## config.mk

```make
export PLATFORM = sky130hd
export DESIGN_NAME = fifo_test_ctrl
export DESIGN_NICKNAME = d
export VERILOG_FILES = /design/src/logic/fifo_proto_pkg.sv /design/src/logic/fifo_ctrl_pkg.sv /design/src/logic/packet_parser.sv /design/src/logic/test_sequencer.sv /design/src/logic/response_writer.sv /design/src/logic/fifo_test_ctrl.sv
export VERILOG_INCLUDE_DIRS = /design/src /design/src/include
export SDC_FILE = /design/constraint.sdc
export NUM_CORES = 1
export LEC_CHECK = 0
export ABC_CLOCK_PERIOD_IN_PS = 7800
export BUFFER_PORTS_ARGS = -buffer_cell sky130_fd_sc_hd__buf_2
export CORE_ASPECT_RATIO = 0.6
export CORE_MARGIN = 8
export CORE_UTILIZATION = 55
export DETAILED_ROUTE_END_ITERATION = 8
export PLACE_DENSITY = 0.73
export SETUP_SLACK_MARGIN = 0.3
export SLEW_MARGIN = 20
export SYNTH_ARGS = -nofsm -noshare
export SYNTH_HDL_FRONTEND = slang
export SYNTH_HIERARCHICAL = 1
export SYNTH_SLANG_ARGS = --single-unit
```

## constraint.sdc

```tcl
create_clock -name clk -period 7.8 [get_ports clk]
set_input_delay 0.78 -clock clk [delete_from_list [all_inputs] [get_ports clk]]
set_output_delay 0.78 -clock clk [all_outputs]
set_load 0.005 [all_outputs]
```

## src/include/fifo_test_config.svh

```systemverilog
// Build-time sizes for the FIFO test controller, included by RTL and testbench sources
`ifndef FIFO_TEST_CONFIG_SVH
`define FIFO_TEST_CONFIG_SVH

// ====================
// Send test
// ====================

// Number of data packets generated by the send test
`define FTC_SEND_PACKETS 8'd2

// Payload bytes in every generated packet
`define FTC_SEND_PAYLOAD 6'd5

// ====================
// Replies
// ====================

// Longest reply, header byte included
`define FTC_REPLY_BYTES 4

`endif

```

## src/logic/fifo_proto_pkg.sv

```systemverilog
// Link protocol types shared by the controller and the testbench, referenced by package scope
package fifo_proto_pkg;

    // Command in the upper two bits of a header byte
    typedef enum logic [1:0] {
        TEST_START   = 2'd0,
        TEST_DATA    = 2'd1,
        TEST_STOP    = 2'd2,
        TEST_STOPPED = 2'd3    // replies only
    } cmd_e;

    // Payload of a START packet
    typedef enum logic [7:0] {
        RECEIVE      = 8'd1,
        SEND         = 8'd2,
        RECEIVE_SEND = 8'd3
    } test_num_e;

    // First payload byte of a stop report
    typedef enum logic [7:0] {
        NONE             = 8'd0,
        BAD_START_LENGTH = 8'd1,
        BAD_STOP_LENGTH  = 8'd2,
        BAD_CMD          = 8'd3,
        BAD_TEST_NUM     = 8'd4,
        BAD_TEST_DATA    = 8'd5
    } err_code_e;

    // Header byte layout
    typedef struct packed {
        cmd_e       cmd;
        logic [5:0] len;
    } pkt_header_t;

endpackage

```

## src/logic/fifo_ctrl_pkg.sv

```systemverilog
// Internal types of the FIFO test controller, referenced by package scope from its modules
`include "fifo_test_config.svh"

package fifo_ctrl_pkg;

    // Test sequencer FSM
    typedef enum logic [2:0] {
        READ,
        REPLY,
        STREAM,
        REPORT,
        DONE
    } seq_state_e;

    // Parser position inside a packet
    typedef enum logic {
        PH_CMD,
        PH_PAYLOAD
    } parse_phase_e;

    // Writer FSM
    typedef enum logic [1:0] {
        WR_IDLE,
        WR_REPLY,
        WR_HDR,
        WR_PAYLOAD
    } wr_state_e;

    // One input byte with its position in the packet
    typedef struct packed {
        logic                 is_header;
        fifo_proto_pkg::cmd_e cmd;
        logic                 last;
        logic [7:0]           data;
    } parsed_byte_t;

    // Reply buffer, or a request for the generated send stream
    typedef struct packed {
        logic                                stream;
        logic [2:0]                          count;
        logic [`FTC_REPLY_BYTES-1:0][7:0]    bytes;
    } reply_req_t;

endpackage

```

## src/logic/packet_parser.sv

```systemverilog
// Input FIFO reader of the FIFO test controller, tags each byte as header or payload
`timescale 1ns/100ps

module packet_parser (
    input  logic                        clk,
    input  logic                        reset_i,
    input  logic                        in_empty_i,
    input  logic [7:0]                  in_data_i,
    input  logic                        accept_i,
    output logic                        in_rd_o,
    output fifo_ctrl_pkg::parsed_byte_t parsed_o,
    output logic                        parsed_valid_o
);

    fifo_ctrl_pkg::parse_phase_e phase;
    fifo_proto_pkg::cmd_e        cur_cmd;
    fifo_proto_pkg::pkt_header_t hdr;
    logic [5:0]                  remaining;
    logic                        rd_pend;
    logic                        in_flight;

    assign hdr = fifo_proto_pkg::pkt_header_t'(in_data_i);

    // A byte counts as in flight until the sequencer has seen it
    assign in_flight = in_rd_o | rd_pend | parsed_valid_o;

    // ====================
    // Read enable
    // ====================
    always_ff @(posedge clk or posedge reset_i) begin
        if (reset_i) begin
            in_rd_o <= 1'b0;
            rd_pend <= 1'b0;
        end else begin
            in_rd_o <= accept_i & ~in_empty_i & ~in_flight;
            // Data shows up one cycle after the read pulse
            rd_pend <= in_rd_o;
        end
    end

    // ====================
    // Byte tagging
    // ====================
    always_ff @(posedge clk or posedge reset_i) begin
        if (reset_i) begin
            phase          <= fifo_ctrl_pkg::PH_CMD;
            parsed_valid_o <= 1'b0;
        end else begin
            parsed_valid_o <= rd_pend;
            if (rd_pend) begin
                parsed_o.data <= in_data_i;
                if (phase == fifo_ctrl_pkg::PH_CMD) begin
                    parsed_o.is_header <= 1'b1;
                    parsed_o.cmd       <= hdr.cmd;
                    parsed_o.last      <= 1'b0;
                    cur_cmd            <= hdr.cmd;
                    remaining          <= hdr.len;
                    // Empty packets never leave the command phase
                    if (hdr.len != 6'd0) begin
                        phase <= fifo_ctrl_pkg::PH_PAYLOAD;
                    end
                end else begin
                    parsed_o.is_header <= 1'b0;
                    parsed_o.cmd       <= cur_cmd;
                    parsed_o.last      <= (remaining == 6'd1);
                    remaining          <= remaining - 6'd1;
                    if (remaining == 6'd1) begin
                        phase <= fifo_ctrl_pkg::PH_CMD;
                    end
                end
            end
        end
    end

endmodule

```

## src/logic/test_sequencer.sv

```systemverilog
// Test FSM of the FIFO test controller, checks payloads and requests echoes, streams and reports
`timescale 1ns/100ps

module test_sequencer (
    input  logic                        clk,
    input  logic                        reset_i,
    input  fifo_ctrl_pkg::parsed_byte_t parsed_i,
    input  logic                        parsed_valid_i,
    input  logic                        busy_i,
    output logic                        accept_o,
    output fifo_ctrl_pkg::reply_req_t   req_o,
    output logic                        req_valid_o,
    output logic                        test_ok_o,
    output logic                        test_fail_o
);

    fifo_ctrl_pkg::seq_state_e   state;
    fifo_proto_pkg::test_num_e   test_num;
    fifo_proto_pkg::pkt_header_t hdr;
    fifo_ctrl_pkg::reply_req_t   rpt;
    logic [7:0]                  expected;
    logic                        writer_idle;

    assign hdr         = fifo_proto_pkg::pkt_header_t'(parsed_i.data);
    assign accept_o    = (state == fifo_ctrl_pkg::READ);
    // Busy rises one cycle after the strobe, so the strobe itself counts as busy
    assign writer_idle = ~busy_i & ~req_valid_o;

    // Header plus up to three bytes, header length is the count that follows
    function automatic fifo_ctrl_pkg::reply_req_t make_reply(
        input fifo_proto_pkg::cmd_e cmd,
        input logic [2:0]           n,
        input logic [7:0]           b1,
        input logic [7:0]           b2,
        input logic [7:0]           b3
    );
        fifo_ctrl_pkg::reply_req_t   r;
        fifo_proto_pkg::pkt_header_t h;
        h.cmd      = cmd;
        h.len      = {3'd0, n - 3'd1};
        r.stream   = 1'b0;
        r.count    = n;
        r.bytes[0] = h;
        r.bytes[1] = b1;
        r.bytes[2] = b2;
        r.bytes[3] = b3;
        return r;
    endfunction

    function automatic fifo_ctrl_pkg::reply_req_t make_report(
        input fifo_proto_pkg::err_code_e code,
        input logic [2:0]                n,
        input logic [7:0]                b2,
        input logic [7:0]                b3
    );
        return make_reply(fifo_proto_pkg::TEST_STOPPED, n, code, b2, b3);
    endfunction

    always_ff @(posedge clk or posedge reset_i) begin
        if (reset_i) begin
            state       <= fifo_ctrl_pkg::READ;
            test_num    <= fifo_proto_pkg::RECEIVE;
            expected    <= 8'd0;
            req_valid_o <= 1'b0;
            test_ok_o   <= 1'b0;
            test_fail_o <= 1'b0;
        end else begin
            req_valid_o <= 1'b0;
            case (state)
                fifo_ctrl_pkg::READ: begin
                    if (parsed_valid_i && parsed_i.is_header) begin
                        // ====================
                        // Header bytes
                        // ====================
                        case (parsed_i.cmd)
                            fifo_proto_pkg::TEST_START: begin
                                expected    <= 8'd0;
                                test_ok_o   <= 1'b0;
                                test_fail_o <= 1'b0;
                                if (hdr.len != 6'd1) begin
                                    rpt   <= make_report(fifo_proto_pkg::BAD_START_LENGTH,
                                                         3'd2, 8'd0, 8'd0);
                                    state <= fifo_ctrl_pkg::REPORT;
                                end
                            end
                            fifo_proto_pkg::TEST_DATA: begin
                            end
                            fifo_proto_pkg::TEST_STOP: begin
                                if (hdr.len == 6'd0) begin
                                    rpt <= make_report(fifo_proto_pkg::NONE, 3'd2, 8'd0, 8'd0);
                                end else begin
                                    rpt <= make_report(fifo_proto_pkg::BAD_STOP_LENGTH,
                                                       3'd2, 8'd0, 8'd0);
                                end
                                state <= fifo_ctrl_pkg::REPORT;
                            end
                            default: begin
                                rpt   <= make_report(fifo_proto_pkg::BAD_CMD, 3'd2, 8'd0, 8'd0);
                                state <= fifo_ctrl_pkg::REPORT;
                            end
                        endcase
                    end else if (parsed_valid_i) begin
                        // ====================
                        // Payload bytes
                        // ====================
                        if (parsed_i.cmd == fifo_proto_pkg::TEST_START && parsed_i.last) begin
                            test_num <= fifo_proto_pkg::test_num_e'(parsed_i.data);
                            case (parsed_i.data)
                                fifo_proto_pkg::RECEIVE, fifo_proto_pkg::RECEIVE_SEND: begin
                                end
                                fifo_proto_pkg::SEND: begin
                                    req_o       <= '{stream: 1'b1, default: '0};
                                    req_valid_o <= 1'b1;
                                    state       <= fifo_ctrl_pkg::STREAM;
                                end
                                default: begin
                                    rpt   <= make_report(fifo_proto_pkg::BAD_TEST_NUM, 3'd3,
                                                         parsed_i.data, 8'd0);
                                    state <= fifo_ctrl_pkg::REPORT;
                                end
                            endcase
                        end else if (parsed_i.cmd == fifo_proto_pkg::TEST_DATA) begin
                            if (parsed_i.data == expected) begin
                                expected <= expected + 8'd1;
                                // Loopback echoes each good byte as its own packet
                                if (test_num == fifo_proto_pkg::RECEIVE_SEND) begin
                                    req_o       <= make_reply(fifo_proto_pkg::TEST_DATA, 3'd2,
                                                              parsed_i.data, 8'd0, 8'd0);
                                    req_valid_o <= 1'b1;
                                    state       <= fifo_ctrl_pkg::REPLY;
                                end
                            end else begin
                                rpt   <= make_report(fifo_proto_pkg::BAD_TEST_DATA, 3'd4,
                                                     parsed_i.data, expected);
                                state <= fifo_ctrl_pkg::REPORT;
                            end
                        end
                    end
                end
                fifo_ctrl_pkg::REPLY: begin
                    if (writer_idle) begin
                        state <= fifo_ctrl_pkg::READ;
                    end
                end
                fifo_ctrl_pkg::STREAM: begin
                    if (writer_idle) begin
                        rpt   <= make_report(fifo_proto_pkg::NONE, 3'd2, 8'd0, 8'd0);
                        state <= fifo_ctrl_pkg::REPORT;
                    end
                end
                fifo_ctrl_pkg::REPORT: begin
                    if (writer_idle) begin
                        req_o       <= rpt;
                        req_valid_o <= 1'b1;
                        test_ok_o   <= (rpt.bytes[1] == fifo_proto_pkg::NONE);
                        test_fail_o <= (rpt.bytes[1] != fifo_proto_pkg::NONE);
                        state       <= fifo_ctrl_pkg::DONE;
                    end
                end
                default: begin
                    // Idle until reset
                end
            endcase
        end
    end

endmodule

```

## src/logic/response_writer.sv

```systemverilog
// Output FIFO writer of the FIFO test controller, sends replies or the send-test stream
`timescale 1ns/100ps

`include "fifo_test_config.svh"

module response_writer (
    input  logic                      clk,
    input  logic                      reset_i,
    input  fifo_ctrl_pkg::reply_req_t req_i,
    input  logic                      req_valid_i,
    input  logic                      out_afull_i,
    output logic                      busy_o,
    output logic                      out_wr_o,
    output logic [7:0]                out_data_o
);

    localparam fifo_proto_pkg::pkt_header_t STREAM_HDR = '{
        cmd: fifo_proto_pkg::TEST_DATA,
        len: `FTC_SEND_PAYLOAD
    };

    fifo_ctrl_pkg::wr_state_e         state;
    logic [`FTC_REPLY_BYTES-1:0][7:0] rbuf;
    logic [2:0]                       rcount;
    logic [2:0]                       idx;
    logic [7:0]                       pkts_left;
    logic [5:0]                       pay_left;
    logic [7:0]                       gen_data;

    assign busy_o = (state != fifo_ctrl_pkg::WR_IDLE);

    always_ff @(posedge clk or posedge reset_i) begin
        if (reset_i) begin
            state    <= fifo_ctrl_pkg::WR_IDLE;
            out_wr_o <= 1'b0;
        end else begin
            out_wr_o <= 1'b0;
            case (state)
                fifo_ctrl_pkg::WR_IDLE: begin
                    if (req_valid_i) begin
                        rbuf      <= req_i.bytes;
                        rcount    <= req_i.count;
                        idx       <= 3'd0;
                        pkts_left <= `FTC_SEND_PACKETS;
                        gen_data  <= 8'd0;
                        state     <= req_i.stream ? fifo_ctrl_pkg::WR_HDR
                                                  : fifo_ctrl_pkg::WR_REPLY;
                    end
                end
                // ====================
                // Buffered reply
                // ====================
                fifo_ctrl_pkg::WR_REPLY: begin
                    if (!out_afull_i) begin
                        out_wr_o   <= 1'b1;
                        out_data_o <= rbuf[idx];
                        idx        <= idx + 3'd1;
                        if (idx == rcount - 3'd1) begin
                            state <= fifo_ctrl_pkg::WR_IDLE;
                        end
                    end
                end
                // ====================
                // Send-test stream
                // ====================
                fifo_ctrl_pkg::WR_HDR: begin
                    if (!out_afull_i) begin
                        out_wr_o   <= 1'b1;
                        out_data_o <= STREAM_HDR;
                        pay_left   <= `FTC_SEND_PAYLOAD;
                        state      <= fifo_ctrl_pkg::WR_PAYLOAD;
                    end
                end
                default: begin
                    if (!out_afull_i) begin
                        out_wr_o   <= 1'b1;
                        out_data_o <= gen_data;
                        // Counter keeps running across packets
                        gen_data   <= gen_data + 8'd1;
                        pay_left   <= pay_left - 6'd1;
                        if (pay_left == 6'd1) begin
                            pkts_left <= pkts_left - 8'd1;
                            state     <= (pkts_left == 8'd1) ? fifo_ctrl_pkg::WR_IDLE
                                                             : fifo_ctrl_pkg::WR_HDR;
                        end
                    end
                end
            endcase
        end
    end

endmodule

```

## src/logic/fifo_test_ctrl.sv

```systemverilog
// Top level of the FIFO test controller, chains parser, sequencer and writer between two FIFOs
`timescale 1ns/100ps

module fifo_test_ctrl (
    input  logic       clk,
    input  logic       reset_i,
    // Input FIFO
    output logic       in_rd_o,
    input  logic       in_empty_i,
    input  logic [7:0] in_data_i,
    // Output FIFO
    output logic       out_wr_o,
    output logic [7:0] out_data_o,
    input  logic       out_afull_i,
    // Status
    output logic       test_ok_o,
    output logic       test_fail_o
);

    fifo_ctrl_pkg::parsed_byte_t parsed;
    fifo_ctrl_pkg::reply_req_t   req;
    logic                        parsed_valid;
    logic                        accept;
    logic                        req_valid;
    logic                        busy;

    packet_parser i_parser (
        .clk            (clk),
        .reset_i        (reset_i),
        .in_empty_i     (in_empty_i),
        .in_data_i      (in_data_i),
        .accept_i       (accept),
        .in_rd_o        (in_rd_o),
        .parsed_o       (parsed),
        .parsed_valid_o (parsed_valid)
    );

    test_sequencer i_sequencer (
        .clk            (clk),
        .reset_i        (reset_i),
        .parsed_i       (parsed),
        .parsed_valid_i (parsed_valid),
        .busy_i         (busy),
        .accept_o       (accept),
        .req_o          (req),
        .req_valid_o    (req_valid),
        .test_ok_o      (test_ok_o),
        .test_fail_o    (test_fail_o)
    );

    response_writer i_writer (
        .clk         (clk),
        .reset_i     (reset_i),
        .req_i       (req),
        .req_valid_i (req_valid),
        .out_afull_i (out_afull_i),
        .busy_o      (busy),
        .out_wr_o    (out_wr_o),
        .out_data_o  (out_data_o)
    );

endmodule

```

==> results.ini <==
[worst_setup_path]
critical_path_class=flop to flop
crit_fanout=23
worstPathArrival_ns=3.15
crit_start=i_writer/state[1]$_DFFE_PP0P_
cp.required_ns=7.85
r2r_slack_ns=4.70
cp-end-kind=flop
reg2reg_depth=7
r2r_start=i_writer/state[1]$_DFFE_PP0P_
start_kind=flop
critPathCapture=i_sequencer/rpt[18]$_SDFFCE_PP0P_
reg2reg_to=i_sequencer/rpt[18]$_SDFFCE_PP0P_

[clocking]
cts.sinks=172
ctsHoldBuffers=0
ctsResizeCount=0
cts_tree=yes
clkTransAtPathRegs_ns=0.07
htree_num_levels=4
cts_root_buf=clkbuf_16
clk_latency_ns=0.43
cts_max_path_buffers=2
postCtsSetupBuffers=0
cts_made_buffers=17

[cells_and_area]
stdcell_count=763
fin_util_pct=62.0
antenna_cells=0
final_layout_size_suffix_gt1_share_pct=16.2
final_nets=601
syn2layout_area_growth_pct=11.1

[floorplanning]
core_area_um2=13500
die_area_um2=17900
rows=33
ios=24
die_w_um=167
die_h_um=107
initial_utilization_pct=55.8

[synth]
yosysMostFrequentCell=edfxtp_1
yosys_register_bits=172
synth_area_per_cell_um2=13.7
netlist_top_cells_count=edfxtp_1, nor2_1, dfrtp_1
syn_area_um2=7550
synth_area_leaders=edfxtp_1, dfrtp_1, mux4_2
synth_top_area_share_pct=56.8
netlist-cell-type-count=62
synth-seq-area-share_pct=66.5
ys_warn_count=6
async_flop_share_pct=16.9
synth_edf_count=143
synth_top_area_cell=edfxtp_1
synth_cells=551
synthFlopType=edfxtp_1

[pwr]
peakVddDrop_uv=153
leakagePower_nw=3.16
power_density_nw_per_um2=278

[timing]
final.setup_skew_ns=0.0129
slew_violations=0
finalCritPeriodShare_pct=39.8
tns_ns=0
hold_viol=0
timing.fmax_ghz=0.322
setup_ws_ns=4.70
worst_slew_pin_slew_ns=0.973
period_minus_slack_ns=3.10
rsz0062_at_grt=false
finalSetupViolCount=0
maxSlewHeadroom_pct=34.6

[drt]
vias_per_cell=5.78
totalWireLength_mm=14.5
num_vias=4410
dr.pass1.iters=5
drt-initial-drc-count=442
wl_per_cell_um=19.0
drc_errors=0
ant_nets=0

[run]
maxCapViolCount=0

[grt]
grt_pass1_vias=4273
overflow=0
antenna_found_initial=0
grt_use_total_pct=17.0
grt_max_degree=36
grt_pass1_wl_mm=23.4

[run_status]
status=finished clean

[placed_design]
port_buffers=23
gp_congestion=0.866
dp_slack_ns=4.54
hpwl_mm=9.92
dp.cells=731

[hold_path]
hold_path.class=input port to asynchronous set/reset pin

## registers in the layout, summed over array words and instances (netlist names), 6 cells and up
register,count
i_writer/out_data_o,8
i_parser/remaining,6
i_writer/gen_data,8
i_sequencer/test_num,8
i_sequencer/expected,8
i_sequencer/rpt,23
i_sequencer/req_o,32
i_writer/rbuf,32
i_writer/pay_left,6
i_writer/pkts_left,8
i_parser/parsed_o,12
## cells in the final DEF (no fill, tap or decap), types with 19 or more instances in the layout
| cell type | instances |
|---|---|
| and2_1 | 20 |
| dfrtp_1 | 28 |
| nand2_1 | 24 |
| nand3_1 | 19 |
| buf_2 | 23 |
| a21oi_1 | 20 |
| inv_1 | 27 |
| nor2_1 | 47 |
| and3_1 | 27 |
| edfxtp_1 | 143 |
## metrics by stage
| stage | hold WS, ns | total power, mW | instance area [um2] |
|---|---|---|---|
| after floorplan | 0.396 | 1.39 | 7570 |
| after global placement | 0.403 | 1.46 | 7790 |
| after detailed placement | 0.405 | 1.48 | 7790 |
| after CTS | 0.328 | 2.34 | 8390 |
| after global routing | 0.359 | 2.43 | 8400 |
| final | 0.355 | 2.33 | 8400 |
## where the power goes
group | switching [mW] | total, mW | internal, mW
clock | 0.378 | 0.863 | 0.485
sequential | 0.0664 | 1.14 | 1.07
combinational | 0.196 | 0.332 | 0.136
total | 0.640 | 2.33 | 1.69
## final cells by class
type,instances,area (um2)
clock buffer,17,425
clock inverter,15,179
fill,1001,5150
inverter,27,101
multi-input combinational,330,2310
sequential,172,5020
tap,175,219
timing repair buffer,27,145
## how the worst min path moves through the flow
| stage | start | endpoint | cells after the start |
|---|---|---|---|
| finish | reset_i | i_writer/out_wr_o$_DFF_PP0_ | 2 |
| global route | reset_i | i_writer/out_wr_o$_DFF_PP0_ | 2 |
| CTS | reset_i | i_writer/out_wr_o$_DFF_PP0_ | 2 |
| detailed placement | i_sequencer/req_o[0]$_DFFE_PP_ | i_writer/rbuf[0]$_DFFE_PP_ | 0 |
| global placement | i_sequencer/req_o[15]$_SDFFCE_PP0P_ | i_writer/rbuf[15]$_DFFE_PP_ | 0 |
| floorplan | i_parser/in_rd_o$_DFF_PP0_ | i_parser/rd_pend$_DFF_PP0_ | 0 |
## worst max-delay path, stage by stage, from the launching register on
cell and delay, ns:
dfrtp_1 0.45, inv_1 0.12, ha_1 0.64, inv_1 0.19
nor2_1 0.30, nand2_1 0.09, a21oi_1 0.18, o211a_1 0.75
## kinds of logic after synthesis
family                     Yosys count  synth area share (%)
muxes                               22                  4.44
DFF                                172                  66.5
and+or+nand+nor                    199                  14.4
xor gates and xnor gates            32                  3.91
buffers and inverters               52                  3.36
other                                1                0.0496
AOI/OAI and AO/OA                   59                  5.08
adders and majority gates           14                  2.32
## metal layers
metal,up-vias,global-route usage [%],wire [um],part of all wire [%]
met5,-,0,0,0
met4,0,7.67,244,1.7
met3,28,3.93,890,6.1
met2,146,25.0,6420,44
met1,2163,23.8,6970,48
li1,2073,-,-,-
(Power assumes the default switching activity.)
